<file path="config.mk">
export PLATFORM = sky130hd
export DESIGN_NAME = vector_alu
export DESIGN_NICKNAME = d
export VERILOG_FILES = /design/src/lane_pkg.sv /design/src/vector_alu.sv
export VERILOG_INCLUDE_DIRS = /design/src
export SDC_FILE = /design/constraint.sdc
export NUM_CORES = 1
export LEC_CHECK = 0
export BUFFER_PORTS_ARGS = -buffer_cell sky130_fd_sc_hd__buf_4
export CORE_ASPECT_RATIO = 0.75
export CORE_MARGIN = 1.5
export CORE_UTILIZATION = 60
export DETAILED_ROUTE_END_ITERATION = 8
export GPL_ROUTABILITY_DRIVEN = 0
export PLACE_DENSITY = 0.86
export SYNTH_ARGS = -nofsm -noshare
export SYNTH_HDL_FRONTEND = slang
export SYNTH_SLANG_ARGS = --single-unit
</file>
<file path="constraint.sdc">
create_clock -name clk_i -period 9.65 [get_ports clk_i]
set_clock_uncertainty 0.15 [all_clocks]
set_input_delay 2.4125 -clock clk_i [delete_from_list [all_inputs] [get_ports clk_i]]
set_output_delay 2.4125 -clock clk_i [all_outputs]
set_load 0.1 [all_outputs]
</file>
<file path="src/lane_consts.svh">
// Lane constants
// Sizes of the register file slice, the element width and the
// depth of the operand queues

`ifndef LANE_CONSTS_SVH
`define LANE_CONSTS_SVH

// Vector registers held by the lane
`define LANE_NR_VREGS 8

// Elements per vector register
`define LANE_ELEMS 8

// Element width in bits
`define LANE_ELEN 32

// Entries per operand queue
`define LANE_QUEUE_DEPTH 4

`endif

</file>
<file path="src/lane_pkg.sv">
// Lane package
// Shared element, address and command types of the vector lane

`include "lane_consts.svh"

package lane_pkg;

  typedef logic [`LANE_ELEN-1:0] elen_t;
  typedef logic [$clog2(`LANE_NR_VREGS)-1:0] vreg_t;
  typedef logic [$clog2(`LANE_ELEMS)-1:0] elem_idx_t;
  // Holds 1 to LANE_ELEMS
  typedef logic [$clog2(`LANE_ELEMS+1)-1:0] vlen_t;

  // Address of one element in the register file
  typedef struct packed {
    vreg_t     vreg;
    elem_idx_t elem;
  } vaddr_t;

  typedef enum logic [2:0] {VADD, VSUB, VAND, VOR, VXOR, VSTORE} vop_e;

  // Instruction from the main sequencer
  // A store takes its data register from the vd field
  typedef struct packed {
    vop_e  op;
    vreg_t vd;
    vreg_t vs1;
    vreg_t vs2;
    vlen_t vl;
  } pe_req_t;

  typedef struct packed {
    vreg_t vs1;
    vreg_t vs2;
    vlen_t vl;
    logic  is_store;
  } operand_request_t;

  typedef struct packed {
    vop_e  op;
    vreg_t vd;
    vlen_t vl;
  } vfu_operation_t;

  // Register file write from the ALU or the load port
  typedef struct packed {
    vaddr_t addr;
    elen_t  wdata;
  } result_t;

endpackage

</file>
<file path="src/vector_alu.sv">
// Vector integer ALU
// Pops one element pair from the operand queues, computes the result
// and requests its write-back, then reports the end of the instruction

module vector_alu (
  input  logic                     clk_i,
  input  logic                     rst_n_i,
  input  lane_pkg::vfu_operation_t vfu_operation_i,
  input  logic                     vfu_operation_valid_i,
  input  lane_pkg::elen_t          opa_i,
  input  logic                     opa_valid_i,
  output logic                     opa_pop_o,
  input  lane_pkg::elen_t          opb_i,
  input  logic                     opb_valid_i,
  output logic                     opb_pop_o,
  output logic                     result_req_o,
  output lane_pkg::result_t        result_o,
  input  logic                     result_gnt_i,
  output logic                     alu_done_o
);
  import lane_pkg::*;

  vfu_operation_t op_q;
  result_t        result_q;
  vlen_t          cnt_q;
  logic           active_q;
  logic           pending_q;
  logic           pop;
  logic           last_elem;
  elen_t          res;

  // One element in flight at a time
  assign pop       = active_q && opa_valid_i && opb_valid_i && !pending_q;
  assign opa_pop_o = pop;
  assign opb_pop_o = pop;
  assign last_elem = (cnt_q == op_q.vl - 1'b1);

  assign result_req_o = pending_q;
  assign result_o     = result_q;
  assign alu_done_o   = pending_q && result_gnt_i && last_elem;

  always_comb begin
    case (op_q.op)
      VADD:    res = opa_i + opb_i;
      VSUB:    res = opa_i - opb_i;
      VAND:    res = opa_i & opb_i;
      VOR:     res = opa_i | opb_i;
      VXOR:    res = opa_i ^ opb_i;
      default: res = '0;
    endcase
  end

  always_ff @(posedge clk_i or negedge rst_n_i) begin
    if (!rst_n_i) begin
      active_q  <= 1'b0;
      pending_q <= 1'b0;
      cnt_q     <= '0;
    end else begin
      if (vfu_operation_valid_i) begin
        active_q <= 1'b1;
        cnt_q    <= '0;
      end
      if (pop) begin
        pending_q <= 1'b1;
      end
      // Element counts once its write is granted
      if (pending_q && result_gnt_i) begin
        pending_q <= 1'b0;
        cnt_q     <= cnt_q + 1'b1;
        if (last_elem) begin
          active_q <= 1'b0;
        end
      end
    end
  end

  always_ff @(posedge clk_i) begin
    if (vfu_operation_valid_i) begin
      op_q <= vfu_operation_i;
    end
    if (pop) begin
      result_q.addr.vreg <= op_q.vd;
      result_q.addr.elem <= elem_idx_t'(cnt_q);
      result_q.wdata     <= res;
    end
  end

  a_elem_in_range: assert property (@(posedge clk_i) disable iff (!rst_n_i)
    result_req_o |-> vlen_t'(result_o.addr.elem) < op_q.vl);

endmodule

</file>
==> flow_summary.toml <==
[synthesis]
yosysWarnings = 0
yosys.area.top_type = "edfxtp_1"
synth_top_area_share_pct = 24.2
synth_compound_area_share_pct = 22.6
synth_cell_type_count = 50
syn_area_per_cell_um2 = 8.33
synth-edff-count = 48
yosys-top-cells-area = "edfxtp_1 24%, ha_1 21%, xnor2_1 7.1%"
synth_top_family_by_area = "compound AO/OA/AOI/OAI gates"
synthArstFlopShare_pct = 11.1
synth_xor_area_share_pct = 9.28
syn_nets = 893
ys_ff_latch = 54
ys_seq_area_share_pct = 26.8
synth_fa_ha_area_share_pct = 21.0
ys.flop_type = "edfxtp_1"
muxShareOfSynthArea_pct = 0.168
syn_area_mm2 = 0.00594
netlist_instances = 714
yosys.area_share.simple_pct = 13.3

[sta]
clock.fmax_mhz = 154
relSlewSlack_pct = 21.2
worst_slack_ns = 3.18
setup_tns_ns = 0
finalCriticalPeriod_ns = 6.47
slew_violations = 0
rsz0062_at_grt = "no"
finalCritPeriodShare_pct = 67.1
setup_viol = 0
tightest_slew_ns = 1.18
timing_hold_violations_final = 0

[cells_and_area]
multi_input_area_mm2 = 0.00394
finalNetCount = 991
area_growth_pct = 19.0
final-instance-count-excl-fill = 945
register_area_mm2 = 0.00159
layout-drive-gt1-share_pct = 17.2
insertedDiodeCount = 0
fin_area_mm2 = 0.00707
fill_cells = 717

[critical_path]
worstPathRequired_ns = 9.53
cp-end-kind = "register"
arrival_ns = 6.35
path_max_fanout = 6
start_kind = "primary input"
worst-setup-path-type = "in2reg"

[pwr]
power.total_uw = 949
vdd_drop_max_mv = 0.0761
pwr_density_cell_mw_per_mm2 = 134
p_leak_uw = 0.00329

[route]
post-route-drc-count = 0
routed_wl_um = 16200
first_pass_iters = 5
routedWlPerCell_um = 17.1
drt_first_iter_violations = 480
avgViaCountPerCell = 6.09
vias = 5754
ant_nets = 0

[clock_tree]
clock_latency_ns = 0.30
cts_root_buf = "clkbuf_16"
cts_max_level = 2
cts_setup_buffers = 0
path_clk_slew_ns = 0.08
ctsResizeCount = 0
ctsHoldBuffers = 0
cts_buffers = 5
cts.sinks = 54
cts_tree = "done"
clk_path_buf_depth = 2

[min_path]
hold_path.class = "reg2reg"

[global_route]
grt_overflow = 0
antenna_found_initial = 0
grt_pass1_vias = 5425
grt_max_degree = 52
grt_pass1_wl_um = 25800
grtUsageTotal_pct = 30.7

[status]
status = "finished, final reports clean"

[die]
dieArea_mm2 = 0.0105
start_util_pct = 61.5
io_pins = 122
die_h_um = 89.2
coreArea_mm2 = 0.00966
num_rows = 31
die_w_um = 118

[flow_run]
maxCapViolations = 0

[placed_design]
dpl_worst_slack_ns = 2.92
placed_cell_area_mm2 = 0.00692
place.detailed.hpwl_um = 12200
portBuffers = 121
place_inst = 937
[logic make-up after synthesis]
kind of cell	Yosys count
mux	1
buf+inv	109
flops	54
xor+xnor	63
simple gates	172
compound gates	216
fa+ha+maj	99
[final timing paths]
kind	slack, ns	depth (start not counted)	end	from
min reg2reg	0.27	0	result_o[37]	op_q[6]
min in group asynchronous	1.75	1	result_req_o	rst_n_i
max in group asynchronous	7.48	1	cnt_q[3]	rst_n_i
min	0.27	0	result_o[37]	op_q[6]
max	3.18	15	result_o[30]	opb_i[8]
max reg2reg	4.71	15	result_o[24]	op_q[7]
[placed cells by master, fill, tap and decap left out, types with 8 or more instances in the layout]
master,count
a31oi_1,9
a21oi_1,69
o21ai_0,54
a21o_1,15
a211oi_1,19
buf_4,125
ha_1,98
o31ai_1,8
nand3_1,16
inv_1,75
nand4_1,8
edfxtp_1,48
nor3_1,12
nor2_1,63
xnor2_1,48
xor2_1,15
nand2_1,48
[worst max-delay path: stages]
cell and delay, ns:
buf_4 0.12, or4_4 0.55, or3_4 0.38, nor3_1 0.33, nand3_1 0.34, o31ai_1 0.33
xnor2_1 0.10, ha_1 0.38, and2_1 0.23, nand3_1 0.14, or3_1 0.36, o211ai_1 0.26
a221oi_1 0.14, xor2_1 0.15, o221ai_1 0.14
[registers in the layout, indices dropped and copies added (netlist names)]
signal	cells
active_q	1
result_req_o	1
cnt_q	4
result_o	38
op_q	10
[area by class of cell]
cell class | count | share of cell area (%)
clock inverters | 3 | 0.407
clock buffers | 5 | 1.77
well taps | 132 | 2.34
flip-flops and latches | 54 | 22.5
multi-input cells | 551 | 55.7
repair buffers | 125 | 13.3
inverters | 75 | 3.98
[per-layer routing]
layer / vias to the layer above / track usage [%] / routed length (um)
li1: 2729 / - / -
met1: 2677 / 39.8 / 6990
met2: 307 / 51.8 / 7380
met3: 41 / 5.42 / 1390
met4: 0 / 12.4 / 430
met5: - / 0 / 0
[cells in the mapped netlist, types with 2 or more instances]
cell type and count:
o41ai_1 2, o221ai_1 6, clkbuf_1 33, o21ai_0 54
a21oi_1 69, nand3_1 16, nor2b_1 3, xnor2_1 48
dfrtp_1 6, a31oi_1 9, nand4_1 8, o2111ai_1 2
o22ai_1 4, inv_1 75, xor2_1 15, a221oi_1 2
a2111oi_0 2, nor4_1 5, nand2_1 48, nor3_1 12
nor2_1 63, nand3b_1 2, and2_1 2, ha_1 98
o211ai_1 5, a21boi_0 2, nand2b_1 3, o21a_1 5
o31ai_1 8, a211oi_1 19, edfxtp_1 48, and3_1 3
o21bai_1 6, a21o_1 15
[stage by stage]
stage | utilization (%) | hold slack, ns
after floorplan | - | 0.250
after global placement | 71.6 | 0.254
after detailed placement | 71.6 | 0.255
after CTS | 73.2 | 0.273
after global routing | 73.2 | 0.283
final | 73.2 | 0.273
[where the power goes]
| part | internal [uW] | total, uW | leakage, uW | switching, uW |
|---|---|---|---|---|
| combinational | 159 | 461 | 0.00269 | 302 |
| clock | 99.9 | 198 | 0.0000763 | 97.7 |
| sequential | 280 | 291 | 0.000533 | 10.6 |
| total | 539 | 949 | 0.00329 | 410 |
No activity file was read; power rests on OpenSTA's default activity.
