File: src/lane_consts.svh
// Lane constants
// Sizes of the register file slice, the element width and the
// depth of the operand queues

`ifndef LANE_CONSTS_SVH
`define LANE_CONSTS_SVH

// Vector registers held by the lane
`define LANE_NR_VREGS 8

// Elements per vector register
`define LANE_ELEMS 8

// Element width in bits
`define LANE_ELEN 32

// Entries per operand queue
`define LANE_QUEUE_DEPTH 4

`endif

File: src/lane_pkg.sv
// Lane package
// Shared element, address and command types of the vector lane

`include "lane_consts.svh"

package lane_pkg;

  typedef logic [`LANE_ELEN-1:0] elen_t;
  typedef logic [$clog2(`LANE_NR_VREGS)-1:0] vreg_t;
  typedef logic [$clog2(`LANE_ELEMS)-1:0] elem_idx_t;
  // Holds 1 to LANE_ELEMS
  typedef logic [$clog2(`LANE_ELEMS+1)-1:0] vlen_t;

  // Address of one element in the register file
  typedef struct packed {
    vreg_t     vreg;
    elem_idx_t elem;
  } vaddr_t;

  typedef enum logic [2:0] {VADD, VSUB, VAND, VOR, VXOR, VSTORE} vop_e;

  // Instruction from the main sequencer
  // A store takes its data register from the vd field
  typedef struct packed {
    vop_e  op;
    vreg_t vd;
    vreg_t vs1;
    vreg_t vs2;
    vlen_t vl;
  } pe_req_t;

  typedef struct packed {
    vreg_t vs1;
    vreg_t vs2;
    vlen_t vl;
    logic  is_store;
  } operand_request_t;

  typedef struct packed {
    vop_e  op;
    vreg_t vd;
    vlen_t vl;
  } vfu_operation_t;

  // Register file write from the ALU or the load port
  typedef struct packed {
    vaddr_t addr;
    elen_t  wdata;
  } result_t;

endpackage

File: src/operand_requester.sv
// Operand requester
// Steps through the elements of an instruction and reads its sources
// while the target queues have credits. Also arbitrates the single
// register file write port between the ALU and the load port

`include "lane_consts.svh"

module operand_requester (
  input  logic                       clk_i,
  input  logic                       rst_n_i,
  input  lane_pkg::operand_request_t operand_request_i,
  input  logic                       operand_request_valid_i,
  output logic                       operand_request_ready_o,
  output lane_pkg::vaddr_t     [1:0] vrf_raddr_o,
  output logic               [1:0]   vrf_ren_o,
  output lane_pkg::vaddr_t           vrf_waddr_o,
  output lane_pkg::elen_t            vrf_wdata_o,
  output logic                       vrf_wen_o,
  output logic               [2:0]   queue_push_o,
  input  logic               [2:0]   queue_credit_i,
  input  logic                       alu_result_req_i,
  input  lane_pkg::result_t          alu_result_i,
  output logic                       alu_result_gnt_o,
  input  logic                       ldu_result_req_i,
  input  lane_pkg::result_t          ldu_result_i,
  output logic                       ldu_result_gnt_o,
  output logic                       store_done_o
);
  import lane_pkg::*;

  localparam int unsigned NrQueues = 3;
  localparam int unsigned Depth    = `LANE_QUEUE_DEPTH;
  localparam int unsigned CntW     = $clog2(Depth + 1);

  operand_request_t                    req_q;
  logic                                active_q;
  logic                                store_wait_q;
  vlen_t                               cnt_q;
  logic             [NrQueues-1:0]     push_q;
  logic             [NrQueues-1:0]     need;
  logic             [NrQueues-1:0][CntW-1:0] credit_q;
  logic             [NrQueues-1:0][CntW-1:0] credit_d;
  logic                                issue;
  logic                                last_elem;
  result_t                             wr;

  assign operand_request_ready_o = !active_q && !store_wait_q;

  // Store feeds queue 2 only, arithmetic ops feed queues 0 and 1
  assign need      = req_q.is_store ? 3'b100 : 3'b011;
  assign last_elem = (cnt_q == req_q.vl - 1'b1);

  always_comb begin
    issue = active_q;
    for (int i = 0; i < NrQueues; i++) begin
      if (need[i] && credit_q[i] == '0) begin
        issue = 1'b0;
      end
    end
  end

  always_comb begin
    for (int i = 0; i < NrQueues; i++) begin
      credit_d[i] = credit_q[i] - CntW'(issue && need[i]) + CntW'(queue_credit_i[i]);
    end
  end

  assign vrf_raddr_o[0] = {req_q.vs1, elem_idx_t'(cnt_q)};
  assign vrf_raddr_o[1] = {req_q.vs2, elem_idx_t'(cnt_q)};
  assign vrf_ren_o      = {issue && !req_q.is_store, issue};

  // Read data shows up one cycle after the enable
  assign queue_push_o = push_q;

  // Last store element has left once all credits are back
  assign store_done_o = store_wait_q && (credit_q[2] == CntW'(Depth));

  ////////////////////////////////////////////////////////////////////////////
  // Write arbitration, ALU first

  assign alu_result_gnt_o = alu_result_req_i;
  assign ldu_result_gnt_o = ldu_result_req_i && !alu_result_req_i;
  assign wr               = alu_result_req_i ? alu_result_i : ldu_result_i;
  assign vrf_wen_o        = alu_result_req_i || ldu_result_req_i;
  assign vrf_waddr_o      = wr.addr;
  assign vrf_wdata_o      = wr.wdata;

  always_ff @(posedge clk_i or negedge rst_n_i) begin
    if (!rst_n_i) begin
      active_q     <= 1'b0;
      store_wait_q <= 1'b0;
      cnt_q        <= '0;
      push_q       <= '0;
      credit_q     <= {NrQueues{CntW'(Depth)}};
    end else begin
      credit_q <= credit_d;
      push_q   <= issue ? need : '0;
      if (store_done_o) begin
        store_wait_q <= 1'b0;
      end
      if (operand_request_valid_i && operand_request_ready_o) begin
        active_q <= 1'b1;
        cnt_q    <= '0;
      end else if (issue) begin
        cnt_q <= cnt_q + 1'b1;
        if (last_elem) begin
          active_q     <= 1'b0;
          store_wait_q <= req_q.is_store;
        end
      end
    end
  end

  always_ff @(posedge clk_i) begin
    if (operand_request_valid_i && operand_request_ready_o) begin
      req_q <= operand_request_i;
    end
  end

  for (genvar i = 0; i < NrQueues; i++) begin : gen_credit_check
    // Queues never return more credits than they were given
    a_credit_max: assert property (@(posedge clk_i) disable iff (!rst_n_i)
      credit_q[i] <= CntW'(Depth));
  end

endmodule

File: config.mk
export PLATFORM = sky130hd
export DESIGN_NAME = operand_requester
export DESIGN_NICKNAME = d
export VERILOG_FILES = /design/src/lane_pkg.sv /design/src/operand_requester.sv
export VERILOG_INCLUDE_DIRS = /design/src
export SDC_FILE = /design/constraint.sdc
export NUM_CORES = 1
export LEC_CHECK = 0
export CAP_MARGIN = 20
export CORE_ASPECT_RATIO = 1.25
export CORE_MARGIN = 1.5
export CORE_UTILIZATION = 57
export DETAILED_ROUTE_END_ITERATION = 12
export DONT_BUFFER_PORTS = 1
export PLACE_DENSITY = 0.78
export SYNTH_ARGS = -nofsm -noshare
export SYNTH_HDL_FRONTEND = slang
export SYNTH_SLANG_ARGS = --single-unit
File: constraint.sdc
create_clock -name clk_i -period 2.4 [get_ports clk_i]
set_clock_uncertainty 0.1 [all_clocks]
set_input_delay 0.24 -clock clk_i [delete_from_list [all_inputs] [get_ports clk_i]]
set_output_delay 0.24 -clock clk_i [all_outputs]
set_load 0.005 [all_outputs]
==> results by group <==
Outcome
  – Status: complete, no violations

Layout
  – Reg area: 759 µm²
  – Area of the multi-input gates: 1010 µm²
  – Share of post-route cells with drive strength above 1: 0.412
  – Fill count: 220
  – Layout area overhead: 13.8%
  – Final nets: 272
  – Diode count: 0
  – Post-Layout Cell Count: 202
  – Post-route cell area: 2160 µm²

STA
  – Final Cycle Share: 0.991
  – Worst slew margin: 0.486
  – Final Max Slew Viols: 0
  – Slew @ Worst Pin: 0.769 ns
  – Max Clock Freq: 420 MHz
  – RSZ-0062 raised after global routing: true
  – Clock period minus worst slack: 2.38 ns
  – Final setup violation count: 0
  – Tightest hold margin: 0.0955 ns
  – Hold Vio Cnt, Final: 0

Power and ir drop
  – PwrDens: 1120 nW/µm²
  – Overall Power: 2.41 mW
  – Combinational Power Share: 0.470
  – LEAKAGE: 0.906 nW
  – Seq pwr share: 0.376
  – Switching share of power: 0.367
  – Peak supply drop: 0.857 mV
  – P_int: 1.53 mW
  – Clock power frac: 0.154
  – Sw Pwr: 0.884 mW

Logic synthesis
  – Post-synth top flop: dfrtp_1
  – Yosys cell types: 33
  – Share of the synthesized area in the top cell type: 0.202
  – Synth warn: 0
  – Top cells by instance count after synthesis: mux2_2 (34), inv_1 (16), buf_4 (15), dfrtp_1 (14), edfxtp_1 (11)
  – Most common cell in the synthesized netlist: mux2_2
  – Syn avg cell area: 12.1 µm²
  – Synth Net Count: 263
  – #FFs+latches synth: 28
  – Cell taking the most area after synthesis: mux2_2
  – Sequential fraction of the synthesis area: 0.400
  – Synthesized cell area: 1900 µm²
  – Post-Syn Instances: 157
  – Post-synth EDFFs: 11
  – Async SR Flop Fraction: 0.607
  – Synth area leaders: mux2_2 (20%), dfrtp_1 (18%), edfxtp_1 (17%)

Worst setup path
  – Crit path to: credit_q[2]
  – Critical Path Fanout Max: 2
  – Reg-to-reg endpoint: credit_q[2]
  – Register-to-Register Path Depth: 9
  – Crit start category: flop
  – Reg2reg start: credit_q[2]
  – FF-to-FF setup slack: 0.02 ns
  – Crit path required time: 2.52 ns
  – Crit path launch: credit_q[2]
  – CP endpoint kind: flop
  – CP Data Arrival Time: 2.50 ns
  – Crit Path Category: flop to flop

Die
  – Die area: 3690 µm²
  – Die span in y: 67.5 µm
  – Initial Util: 0.595
  – Cell Rows: 23
  – Core Area: 3190 µm²
  – Die width: 54.6 µm
  – Num ports: 155

Clocking
  – Worst skew pair latency: 0.28 ns
  – Total clock sinks: 28
  – Clock root buffer: clkbuf_8
  – Clk buf depth: 2
  – CTS tree: done
  – Reg clk slew, reported paths: 0.10 ns
  – Clock buffer count from CTS: 3
  – H-tree depth: 1

Placed design
  – Buffers on Ports: 0
  – HPWL Detailed: 3770 µm
  – GPL Wtd Cong: 0.802
  – Post-Place Cells: 179
  – Placement Cell Area: 1850 µm²

Global routing
  – GRT overflow: 0
  – Initial antenna violation count: 0
  – Tot GR Track Use: 0.254
  – Vias in the first global route: 1198
  – First-pass GRT wire length: 6210 µm
  – Largest net degree at the start of global routing: 42

Route
  – Pre-antenna DRT Iters: 4
  – Vias per cell: 6.16
  – DRC viols: 0
  – Routed len/inst: 23.7 µm
  – Iteration-0 DRC Markers: 31
  – Detail Route Antenna Nets: 0
  – WL final: 4800 µm
  – Via Count: 1244

Run
  – # Max-Cap Violations: 0

Worst hold path
  – Worst hold path class: primary input to flop
-- worst max-delay path, cell delays in order, from the launching register on --
cell	delay (ns)
dfstp_2	0.55
nor3_2	0.04
nor4b_2	0.32
ha_1	0.28
inv_1	0.06
ha_2	0.17
inv_2	0.05
fa_2	0.40
xnor2_2	0.21
xnor2_1	0.14
-- registers in the layout (all words and copies together) (netlist names) --
name	cells
active_q	1
credit_q	9
cnt_q	4
vrf_raddr_o	6
req_q	5
queue_push_o	2
store_wait_q	1
-- how the worst min path moves through the flow --
stage,slack (ns),start,depth (start not counted),to
floorplan,-0.16,rst_n_i,0,active_q
global placement,-0.16,rst_n_i,0,credit_q[6]
detailed placement,-0.16,rst_n_i,0,credit_q[1]
CTS,0.11,operand_request_valid_i,3,cnt_q[1]
global route,0.11,operand_request_valid_i,3,cnt_q[1]
finish,0.1,operand_request_valid_i,3,cnt_q[2]
-- layer usage --
layer	track usage	wire (µm)
met1	0.265	1570
met2	0.417	2510
met3	0.148	656
met4	0.0875	61
met5	0	0
-- cells by family after synthesis --
logic type      synth area share
compound gates            0.0198
xor+xnor                  0.0632
fa+ha+maj                 0.0843
buf+inv                   0.0988
flops                      0.400
mux                        0.246
simple gates              0.0876
-- through the flow --
stage               setup TNS [ns]  setup WS [ns]  utilization
floorplan                        0         0.0195            -
global placement                 0          0.103        0.580
detailed placement        -0.00692       -0.00590        0.580
CTS                              0         0.0118        0.655
global route                -0.215         -0.126        0.676
finish                           0         0.0206        0.676
-- power by group through the flow --
stage / clock, mW / combinational [mW] / sequential, mW
after floorplan: 0 / 0.833 / 0.870
after global placement: 0 / 0.845 / 0.903
final: 0.372 / 1.13 / 0.906
after CTS: 0.374 / 0.976 / 0.900
after global routing: 0.400 / 1.26 / 0.929
after detailed placement: 0 / 0.903 / 0.918
-- cell usage in the layout, fill, tap and decap left out, types with 2 or more instances in the layout --
cell,Yosys,layout
mux2_2,34,34
dlygate4sd3_1,0,15
dfrtp_1,14,14
inv_1,16,13
edfxtp_1,11,11
xnor2_1,10,8
buf_4,15,8
nand2_1,6,6
ha_1,8,5
mux2_1,4,4
mux2i_1,4,4
nor3_1,4,3
nor2_1,3,3
clkbuf_8,0,3
dfstp_2,3,3
nor3_2,1,2
nor4b_2,1,2
xnor2_2,0,2
inv_2,0,2
nor4_2,2,2
fa_2,0,2
ha_4,0,2
-- timing repair --
action / in CTS / in global routing
endpoints found under the setup margin: 2 / 2
gates resized for setup: 1 / 12
pin swaps: 1 / 10
hold endpoints to repair: 31 / 0
buffers inserted: 1 / 3
hold buffers: 15 / 0
-- layout make-up --
type                       instances  share of cell area
clock buffer                       3              0.0191
inverter                          16              0.0290
tap                               37              0.0214
sequential                        28               0.351
timing repair buffer              23              0.0973
multi-input combinational         94               0.468
clock inverter                     1              0.0139
Note: power is estimated with default switching activity, not from simulation.
