--- src/lane_consts.svh ---
// Lane constants
// Sizes of the register file slice, the element width and the
// depth of the operand queues

`ifndef LANE_CONSTS_SVH
`define LANE_CONSTS_SVH

// Vector registers held by the lane
`define LANE_NR_VREGS 8

// Elements per vector register
`define LANE_ELEMS 8

// Element width in bits
`define LANE_ELEN 32

// Entries per operand queue
`define LANE_QUEUE_DEPTH 4

`endif

--- src/lane_pkg.sv ---
// Lane package
// Shared element, address and command types of the vector lane

`include "lane_consts.svh"

package lane_pkg;

  typedef logic [`LANE_ELEN-1:0] elen_t;
  typedef logic [$clog2(`LANE_NR_VREGS)-1:0] vreg_t;
  typedef logic [$clog2(`LANE_ELEMS)-1:0] elem_idx_t;
  // Holds 1 to LANE_ELEMS
  typedef logic [$clog2(`LANE_ELEMS+1)-1:0] vlen_t;

  // Address of one element in the register file
  typedef struct packed {
    vreg_t     vreg;
    elem_idx_t elem;
  } vaddr_t;

  typedef enum logic [2:0] {VADD, VSUB, VAND, VOR, VXOR, VSTORE} vop_e;

  // Instruction from the main sequencer
  // A store takes its data register from the vd field
  typedef struct packed {
    vop_e  op;
    vreg_t vd;
    vreg_t vs1;
    vreg_t vs2;
    vlen_t vl;
  } pe_req_t;

  typedef struct packed {
    vreg_t vs1;
    vreg_t vs2;
    vlen_t vl;
    logic  is_store;
  } operand_request_t;

  typedef struct packed {
    vop_e  op;
    vreg_t vd;
    vlen_t vl;
  } vfu_operation_t;

  // Register file write from the ALU or the load port
  typedef struct packed {
    vaddr_t addr;
    elen_t  wdata;
  } result_t;

endpackage

--- src/operand_queue.sv ---
// Operand queue
// Circular FIFO between the register file and a consumer. Each pop
// hands one credit back to the operand requester

`include "lane_consts.svh"

module operand_queue (
  input  logic            clk_i,
  input  logic            rst_n_i,
  input  logic            push_i,
  input  lane_pkg::elen_t data_i,
  output lane_pkg::elen_t data_o,
  output logic            valid_o,
  input  logic            pop_i,
  output logic            credit_o
);
  import lane_pkg::*;

  localparam int unsigned Depth = `LANE_QUEUE_DEPTH;
  localparam int unsigned PtrW  = $clog2(Depth);

  elen_t             mem [Depth];
  logic  [PtrW-1:0]  wr_ptr_q;
  logic  [PtrW-1:0]  rd_ptr_q;
  logic  [PtrW:0]    count_q;
  logic              do_pop;

  assign valid_o  = (count_q != '0);
  assign data_o   = mem[rd_ptr_q];
  assign do_pop   = pop_i && valid_o;
  assign credit_o = do_pop;

  // Pointers wrap on their own for a power of two depth
  always_ff @(posedge clk_i or negedge rst_n_i) begin
    if (!rst_n_i) begin
      wr_ptr_q <= '0;
      rd_ptr_q <= '0;
      count_q  <= '0;
    end else begin
      if (push_i) begin
        wr_ptr_q <= wr_ptr_q + 1'b1;
      end
      if (do_pop) begin
        rd_ptr_q <= rd_ptr_q + 1'b1;
      end
      count_q <= count_q + (PtrW+1)'(push_i) - (PtrW+1)'(do_pop);
    end
  end

  always_ff @(posedge clk_i) begin
    if (push_i) begin
      mem[wr_ptr_q] <= data_i;
    end
  end

  // Credit flow in the requester keeps the queue from overflowing
  a_no_overflow: assert property (@(posedge clk_i) disable iff (!rst_n_i)
    push_i |-> count_q < (PtrW+1)'(Depth));

endmodule

--- config.mk ---
export PLATFORM = sky130hd
export DESIGN_NAME = operand_queue
export DESIGN_NICKNAME = d
export VERILOG_FILES = /design/src/lane_pkg.sv /design/src/operand_queue.sv
export VERILOG_INCLUDE_DIRS = /design/src
export SDC_FILE = /design/constraint.sdc
export NUM_CORES = 1
export LEC_CHECK = 0
export BUFFER_PORTS_ARGS = -buffer_cell sky130_fd_sc_hd__buf_4
export CAP_MARGIN = 30
export CORE_UTILIZATION = 40
export DETAILED_ROUTE_END_ITERATION = 16
export PLACE_DENSITY = 0.56
export RECOVER_POWER = 25
export SYNTH_ARGS = -nofsm -noshare
export SYNTH_HDL_FRONTEND = slang
export SYNTH_SLANG_ARGS = --single-unit
--- constraint.sdc ---
create_clock -name clk_i -period 2.24 [get_ports clk_i]
set_clock_uncertainty 0.1 [all_clocks]
set_input_delay 0.448 -clock clk_i [delete_from_list [all_inputs] [get_ports clk_i]]
set_output_delay 0.448 -clock clk_i [all_outputs]
set_load 0.02 [all_outputs]
==> results of run 1 <==
power groups by stage:
stage / Sequential (mW) / Clock [mW] / Combinational, mW
final: 3.48 / 2.68 / 3.42
after global routing: 3.52 / 2.85 / 3.67
after floorplan: 3.47 / 0 / 1.94
after global placement: 3.55 / 0 / 2.93
after CTS: 3.48 / 2.73 / 3.54
after detailed placement: 3.57 / 0 / 2.93
logic make-up after synthesis:
family / synth area share
flip-flops: 0.794
multiplexers: 0.145
buffers and inverters: 0.0222
adder cells (fa/ha/maj): 0.0188
AND/OR/NAND/NOR: 0.00692
XOR/XNOR: 0.00865
AO/OA/AOI/OAI: 0.00445
worst min path at each step:
stage                           from          to  slack (ns)  depth (start not counted)
after floorplan              rst_n_i  count_q[0]        0.05                          0
after global placement       rst_n_i  count_q[0]        0.17                          1
after detailed placement     rst_n_i  count_q[0]        0.17                          1
after CTS                 data_i[14]  mem[0][14]        0.12                          1
after global routing      data_i[10]  mem[2][10]        0.13                          1
final                     data_i[10]  mem[2][10]        0.14                          1
layer usage:
metal  global-route usage  vias to the layer above
li1                     -                     1033
met1                0.195                     1179
met2                0.223                       64
met3               0.0566                       11
met4               0.0701                        0
met5                    0                        -
critical path, cell delays in order (launching register included):
cell and delay (ns):
dfrtp_2 0.37, buf_12 0.15, buf_12 0.15, mux4_2 0.52, buf_6 0.15
registers in the layout, indices dropped and copies added (netlist names):
name / count
mem: 128
count_q: 3
rd_ptr_q: 2
wr_ptr_q: 2
placed cells by master (no fill, tap or decap), drive strengths merged, types with 2 or more instances in the layout:
| cell | count |
|---|---|
| bufinv | 2 |
| ha | 6 |
| clkinv | 3 |
| xnor2 | 3 |
| xor2 | 2 |
| dfrtp | 7 |
| clkinvlp | 3 |
| edfxtp | 128 |
| and2 | 4 |
| buf | 58 |
| clkbuf | 47 |
| mux4 | 32 |
| inv | 6 |
metrics by stage:
step           hold WS [ns]  setup WS (ns)
2_1_floorplan        0.0524          0.101
3_3_place_gp          0.168          0.174
3_5_place_dp          0.168          0.155
4_1_cts               0.117         -0.105
5_1_grt               0.132         -0.140
6_report              0.142        -0.0666
timing repair:
item | CTS | global route
hold endpoints to repair | 7 | 0
resized for setup | 38 | 0
hold buffers | 1 | 0
cloned | 2 | 0
setup buffers | 3 | 0
endpoints found under the setup margin | 32 | 32
final cells by class:
type / instances / area (um^2)
fillers: 972 / 5600
flip-flops and latches: 135 / 4020
multi-input cells: 53 / 922
repair buffers: 82 / 805
clock buffers: 24 / 482
well taps: 168 / 210
clock inverters: 8 / 97.6
inverters: 6 / 22.5
==> qor.txt, run 1 <==
Synth Area per Inst: 25.1 um^2
WL met1: 3.96 mm
Post-Syn Nets: 245
grt ovf: 0
# IOs: 70
Synth warnings: 0
Pwr Density: 1460 nW/um^2
total power: 9.59 mW
Final Cell Area: 6560 um^2
Final HPWL DP: 5.12 mm
worst hold-check path type: input port to flop
CP Capture Type: output pin
Final Core Density: 0.539
max layer used: met4
main flop type after synthesis: edfxtp_1
setup TNS: -1.42 ns
htree depth: 4
Peak VDD IR: 0.779 mV
Synth Cell Area: 5060 um^2
IO buf count: 69
Post-layout nets: 338
global-route wire length before repair: 13.7 mm
TritonCTS clock tree: yes
DR pass1 iterations: 4
Internal Power: 6.84 mW
leakage power: 2.26 nW
Skew-Pair Late Insertion Delay: 0.40 ns
Final Hold Fails: 0
failing checks: negative setup slack
fmax: 434 MHz
die area: 13100 um^2
period utilisation layout: 1.03
Comb power frac: 0.357
drt total wl: 8.68 mm
Finished Layout Cells: 476
dominant cell by count in the synthesized netlist: edfxtp_1
root buf cell: clkbuf_16
synth cell count leaders: 128 x edfxtp_1, 28 x mux4_2, 7 x dfrtp_1
R2R depth: 7
fin. max-slew vios: 0
Via Count: 2287
# Max-Cap Violations: 0
CP startpoint: rd_ptr_q[0]
Antenna Cells: 0
P&R area growth vs syn: 29.6%
initial core utilization: 0.416
placer congestion estimate: 0.671
Routed Antenna Nets: 0
cts bufs inserted: 17
drc violations: 0
CP Class: flop to output pin
area fraction of the dominant cell type after synthesis: 0.759
R2R Path End: count_q[2]
vias in the first global route: 2449
Sw Share: 0.287
met3 routed wirelength: 503 um
#FFs+latches synth: 135
Avg WL per Cell: 18.2 um
unrepaired setup endpoints after global routing: yes
R2R setup slack: 0.14 ns
status: finished, violations left
Tightest Pin Transition: 0.392 ns
Seq pwr share: 0.363
Synth Instances: 202
dpl cell area: 5850 um^2
Starting DRT DRC Count: 116
Req. time, crit path: 1.69 ns
CTS sink count: 135
Die Span Y: 115 um
clock share of power: 0.280
critical path fanouts, max: 8
Placement Rows: 40
Yosys top cell by area: edfxtp_1
Core Area: 12200 um^2
CP arrival: 1.76 ns
post-route minimum period: 2.31 ns
fin worst setup slack: -0.0666 ns
Post-synth EDFFs: 128
sequential fraction of the synthesis area: 0.794
Clock Pin Slew Worst Setup and Hold Paths: 0.06 ns
Relative slew margins: 0.735
Avg Vias per Cell: 4.80
library cells used by synthesis: 19
DR WL met2: 4.07 mm
largest net degree at the start of global routing: 29
layout cell share with drive strength beyond 1: 0.403
FF-to-FF Start: count_q[1]
placed insts: 438
Die Wd: 115 um
Final setup viols: 32
startpoint types: flop
net switching power figure: 2.75 mW
initial antenna violation count: 0
CP endpoint: data_o[26]
async set or reset register ratio after synthesis: 0.0519
largest cells by area after synthesis: edfxtp_1 76%, mux4_2 12%, dfrtp_1 3.5%, mux4_1 2.1%, ha_1 1.5%
Total GRT Usage: 0.150
Clock Tree Buf Depth: 2
No activity file was read; power rests on OpenSTA's default activity.
==> run 2, diff against run 1 <==
Settings changed: GPL_TIMING_DRIVEN set to 0, MAX_ROUTING_LAYER set to met4, PLACE_DENSITY 0.56 to unset, PLACE_DENSITY_LB_ADDON set to 0.2.
==> qor.txt, run 2 (same netlist as run 1, synthesis figures left out) <==
leakage power: 2.25 nW (-0.45%)
CP arrival: 1.77 ns (about the same)
top flop regs: mem: 128 flops, count_q: 3 flops
# fillers: 937 (-3.6%)
critical path's most frequent cell: buf_6
CP startpoint: rd_ptr_q[0]
clock share of power: 0.281 (about the same)
layout cell share with drive strength beyond 1: 0.419 (+0.0168)
Peak VDD IR: 0.945 mV (+21%)
Comb power frac: 0.350 (-0.007)
P&R area growth vs syn: 28.5%
most frequent cells in the layout: 128 x edfxtp_1, 31 x buf_6, 30 x mux4_2, 26 x buf_4, 21 x clkbuf_1
Relative slew margins: 0.400 (-0.335)
Starting DRT DRC Count: 131 (+13%)
unrepaired setup endpoints after global routing: yes
dpl cell area: 5840 um^2 (-0.21%)
net switching power figure: 2.78 mW (+1.0%)
Placement Rows: 40 (unchanged)
placer congestion estimate: 0.656 (-2.2%)
Seq pwr share: 0.368 (+0.005)
Antenna Cells: 0 (unchanged)
Avg Vias per Cell: 4.89 (+1.8%)
Clock Pin Slew Worst Setup and Hold Paths: 0.06 ns (about the same)
drc violations: 0 (unchanged)
critical hold path startpoint: data_i[0]
post-route minimum period: 2.32 ns (+0.00891 ns)
status: finished, violations left
initial antenna violation count: 0 (unchanged)
Die Span Y: 115 um (unchanged)
CP endpoint: data_o[6]
period utilisation layout: 1.03 (+0.00398)
Via Count: 2337 (+2.2%)
fin. max-slew vios: 0 (unchanged)
htree depth: 4 (unchanged)
grt ovf: 0 (unchanged)
global-route wire length before repair: 13.2 mm (-4.0%)
die area: 13100 um^2 (unchanged)
CTS sink count: 135 (unchanged)
cts bufs inserted: 17 (unchanged)
CP Class: flop to output pin
FF-to-FF Start: count_q[2]
R2R depth: 7 (unchanged)
R2R Path End: count_q[2]
WL met1: 3.76 mm (-5.0%)
Final Cell Area: 6500 um^2 (-0.84%)
# Max-Cap Violations: 0 (unchanged)
Die Wd: 115 um (unchanged)
largest net degree at the start of global routing: 33 (+14%)
total power: 9.41 mW (-1.8%)
worst hold-check path type: input port to flop
cells along the critical path: buf_6 -> buf_12 -> mux4_2 -> buf_6
Sw Share: 0.295 (+0.00823)
initial core utilization: 0.416 (unchanged)
CP max stage delay: 0.55 ns (+0.03 ns)
DR WL met2: 4.11 mm (+1.0%)
Tightest Pin Transition: 0.900 ns (+0.508 ns)
Multi-input gate area: 940 um^2 (+1.9%)
TritonCTS clock tree: yes
startpoint types: flop
Avg WL per Cell: 17.7 um (-3.1%)
Routed Antenna Nets: 0 (unchanged)
IO buf count: 69 (unchanged)
flip-flop and latch area: 4020 um^2 (about the same)
Core Area: 12200 um^2 (unchanged)
drt total wl: 8.44 mm (-2.7%)
Critical-path top delay cell: mux4_2
fin worst setup slack: -0.0755 ns (-0.00891 ns)
max FFs per register: 128 (unchanged)
vias in the first global route: 2488 (+1.6%)
Skew-Pair Late Insertion Delay: 0.41 ns (about the same)
Internal Power: 6.64 mW (-2.9%)
Pwr Density: 1450 nW/um^2 (-0.98%)
Final Hold Fails: 0 (unchanged)
Req. time, crit path: 1.69 ns (about the same)
R2R setup slack: 0.12 ns (-0.02 ns)
Final setup viols: 28 (-13%)
most common library cell in the layout ignoring fill and taps: edfxtp_1
# IOs: 70 (unchanged)
met3 routed wirelength: 433 um (-14%)
Total GRT Usage: 0.147 (-0.00240)
critical path fanouts, max: 10 (+2)
Post-layout nets: 340 (+0.59%)
max layer used: met4
fmax: 432 MHz (-0.38%)
DR pass1 iterations: 4 (unchanged)
Clock Tree Buf Depth: 2 (unchanged)
Most flops, register: mem
CP Capture Type: output pin
failing checks: negative setup slack
root buf cell: clkbuf_16
## run 2: cell count changes in the layout (fill, tap and decap cells not counted), sizes merged
cell / before / now
clkbuf: 47 / 38
buf: 58 / 62
clkinv: 3 / 6
clkinvlp: 3 / 6
inv: 6 / 7
## run 2: timing repair
action	CTS	global route
gates resized for setup	35	2
hold buffers	1	0
endpoints found under the hold margin	7	0
setup endpoints to repair	31	33
pin swaps	0	1
buffers inserted	3	2
## run 2: worst max-delay path: cells and delay by family, from the launching register on
family / cells / cell delay, ns
buffers and inverters: 3 / 0.48
multiplexers: 1 / 0.55
flip-flops: 1 / 0.33
## run 2: how the worst min path moves through the flow
stage            endpoint  slack, ns  cells past startpoint
5_1_grt        mem[2][15]       0.13                      1
6_report        mem[3][0]       0.14                      1
3_5_place_dp   count_q[0]       0.17                      1
2_1_floorplan  count_q[0]       0.05                      0
3_3_place_gp   count_q[2]       0.17                      1
4_1_cts         mem[1][7]       0.12                      1
## run 2: final cells by class
class,count,share of cell area
inverter,6,0.00346
tap,168,0.0323
buffer,7,0.0144
timing repair buffer,77,0.0983
clock inverter,15,0.0239
multi-input combinational,53,0.144
sequential,135,0.618
clock buffer,17,0.0654
## run 2: through the flow
stage,setup TNS [ns],worst slack [ns],std cells,hold slack (ns),utilization
final,-1.14,-0.0755,478,0.141,0.535
after global routing,-3.48,-0.146,478,0.130,0.535
after CTS,-1.92,-0.104,476,0.121,0.539
after detailed placement,0,0.105,441,0.169,0.480
after global placement,-35.24,-0.309,439,0.168,0.476
after floorplan,0,0.101,202,0.0524,-
## run 2: layer usage
layer | vias to the layer above | GRT usage
met5 | - | -
met4 | 0 | 0.0649
met3 | 13 | 0.0471
met2 | 63 | 0.228
met1 | 1219 | 0.178
li1 | 1042 | -
## run 2: power groups by stage
stage                     Sequential, mW  Clock (mW)  Combinational [mW]
after global routing                3.51        2.82                3.54
after floorplan                     3.47           0                1.94
after detailed placement            3.50           0                3.03
after global placement              3.50           0                2.95
final                               3.47        2.65                3.30
after CTS                           3.47        2.71                3.36
==> run 3, diff against run 2 <==
Settings changed: CORE_UTILIZATION 40 to 41.
==> qor.txt, run 3 (same netlist as run 1, synthesis figures left out) <==
status: finished, violations left
failing checks: negative setup slack
most frequent cells in the layout: 128 x edfxtp_1, 32 x mux4_2, 30 x buf_6, 29 x buf_4, 26 x clkbuf_1
CP arrival: 1.79 ns (+0.02 ns)
kind of cell adding the most delay to the critical path: multiplexers
Avg WL per Cell: 18.9 um (+6.8%)
worst hold-check path type: input port to flop
most common library cell in the layout ignoring fill and taps: edfxtp_1
Starting DRT DRC Count: 73 (-44%)
Antenna Cells: 0 (unchanged)
R2R setup slack: 0.13 ns (about the same)
Total GRT Usage: 0.154 (+0.00642)
Placement Rows: 40 (unchanged)
Avg Vias per Cell: 5.10 (+4.3%)
fmax: 428 MHz (-0.80%)
CP Capture Type: output pin
Peak VDD IR: 0.797 mV (-16%)
vias in the first global route: 2498 (+0.40%)
top flop regs: mem: 128 flops, count_q: 3 flops
startpoint types: flop
grt ovf: 0 (unchanged)
Via Count: 2361 (+1.0%)
placer congestion estimate: 0.634 (-3.4%)
Final HPWL DP: 4.92 mm
Critical-path top delay cell: mux4_2
drc violations: 0 (unchanged)
P&R area growth vs syn: 29.0%
period utilisation layout: 1.04 (+0.00838)
cells along the critical path: buf_12 -> clkbuf_16 -> mux4_2 -> buf_6
root buf cell: clkbuf_16
CP endpoint: data_o[22]
DR pass1 iterations: 4 (unchanged)
TritonCTS clock tree: yes
htree depth: 4 (unchanged)
FF-to-FF Start: count_q[2]
global-route wire length before repair: 13.2 mm (-0.20%)
fin worst setup slack: -0.0943 ns (-0.0188 ns)
Req. time, crit path: 1.69 ns (about the same)
Post-layout nets: 347 (+2.1%)
R2R Path End: count_q[2]
unrepaired setup endpoints after global routing: yes
Relative slew margins: 0.742 (+0.343)
Crit path depth: 4 (unchanged)
post-route minimum period: 2.33 ns (+0.0188 ns)
leakage power: 2.28 nW (+1.6%)
dpl cell area: 5850 um^2 (+0.24%)
max FFs per register: 128 (unchanged)
Clock Pin Slew Worst Setup and Hold Paths: 0.05 ns (about the same)
Pwr Density: 1440 nW/um^2 (-0.52%)
# fillers: 946 (+0.96%)
Clock Tree Buf Depth: 2 (unchanged)
# Max-Cap Violations: 0 (unchanged)
layout cell share with drive strength beyond 1: 0.402 (-0.0175)
# IOs: 70 (unchanged)
Die Span Y: 113 um (-1.2%)
Tightest Pin Transition: 0.382 ns (-0.519 ns)
initial core utilization: 0.422 (+0.00520)
Core Area: 12000 um^2 (-1.2%)
fin. max-slew vios: 0 (unchanged)
Final Cell Area: 6530 um^2 (+0.44%)
die area: 12800 um^2 (-2.4%)
Die Wd: 113 um (-1.2%)
Final Core Density: 0.544 (+0.00908)
largest net degree at the start of global routing: 33 (unchanged)
CP Class: flop to output pin
initial antenna violation count: 0 (unchanged)
Skew-Pair Late Insertion Delay: 0.41 ns (about the same)
Most flops, register: mem
R2R depth: 7 (unchanged)
CTS sink count: 135 (unchanged)
Buf/Inv on CP: 3 (unchanged)
Routed Antenna Nets: 0 (unchanged)
setup TNS: -2.24 ns (-1.11 ns)
critical path fanouts, max: 8 (-2)
CP max stage delay: 0.51 ns (-0.04 ns)
drt total wl: 8.74 mm (+3.5%)
CP startpoint: rd_ptr_q[0]
Final setup viols: 32 (+14%)
cts bufs inserted: 17 (unchanged)
Final Hold Fails: 0 (unchanged)
IO buf count: 69 (unchanged)
run 3: changes by cell type in the layout (fill, tap and decap cells not counted):
cell and delta:
buf_4 +3, bufinv_16 -1, clkinv_1 +6, clkinvlp_4 -6, clkinv_2 -2, buf_6 -1
mux4_1 -2, clkbuf_16 +2, clkbuf_1 +5, buf_12 +4, inv_6 -1, mux4_2 +2
clkinv_4 -3
run 3: worst min path at each step:
| stage | startpoint | end | slack [ns] | depth (start not counted) |
|---|---|---|---|---|
| after CTS | data_i[3] | mem[0][3] | 0.12 | 1 |
| after floorplan | rst_n_i | count_q[0] | 0.05 | 0 |
| after global placement | rst_n_i | count_q[2] | 0.17 | 1 |
| after detailed placement | rst_n_i | count_q[2] | 0.17 | 1 |
| after global routing | data_i[13] | mem[0][13] | 0.13 | 1 |
| final | data_i[24] | mem[2][24] | 0.14 | 1 |
run 3: routing by layer:
metal | routed length (um) | vias to the layer above | track usage
met2 | 4390 | 70 | 0.240
met5 | 0 | - | -
met3 | 423 | 18 | 0.0541
met1 | 3750 | 1221 | 0.177
li1 | - | 1052 | -
met4 | 176 | 0 | 0.0763
run 3: what timing repair did:
action	in CTS	in global routing
hold buffers	1	0
gates cloned	1	2
endpoints found under the setup margin	30	33
resized for setup	36	6
pin swaps	0	1
buffers inserted	3	5
endpoints found under the hold margin	7	0
run 3: layout make-up:
cell class	count	area (um^2)	share of cell area
multi-input cells	53	932	0.143
repair buffers	84	768	0.118
inverters	6	22.5	0.00345
plain buffers	7	103	0.0157
clock inverters	8	57.6	0.00881
clock buffers	23	448	0.0686
well taps	147	184	0.0282
flip-flops and latches	135	4020	0.615
run 3: through the flow:
step	hold slack, ns	worst slack [ns]	total power, mW	instances
after CTS	0.117	-0.113	9.39	457
after detailed placement	0.167	0.0863	6.56	422
after floorplan	0.0524	0.101	5.41	202
after global placement	0.167	-0.329	6.45	418
after global routing	0.126	-0.165	9.85	463
final	0.136	-0.0943	9.40	463
run 3: power breakdown:
part           internal, mW  switching (mW)
Sequential             3.32           0.156
Combinational          1.87            1.67
Clock                  1.49           0.900
Total                  6.68            2.73
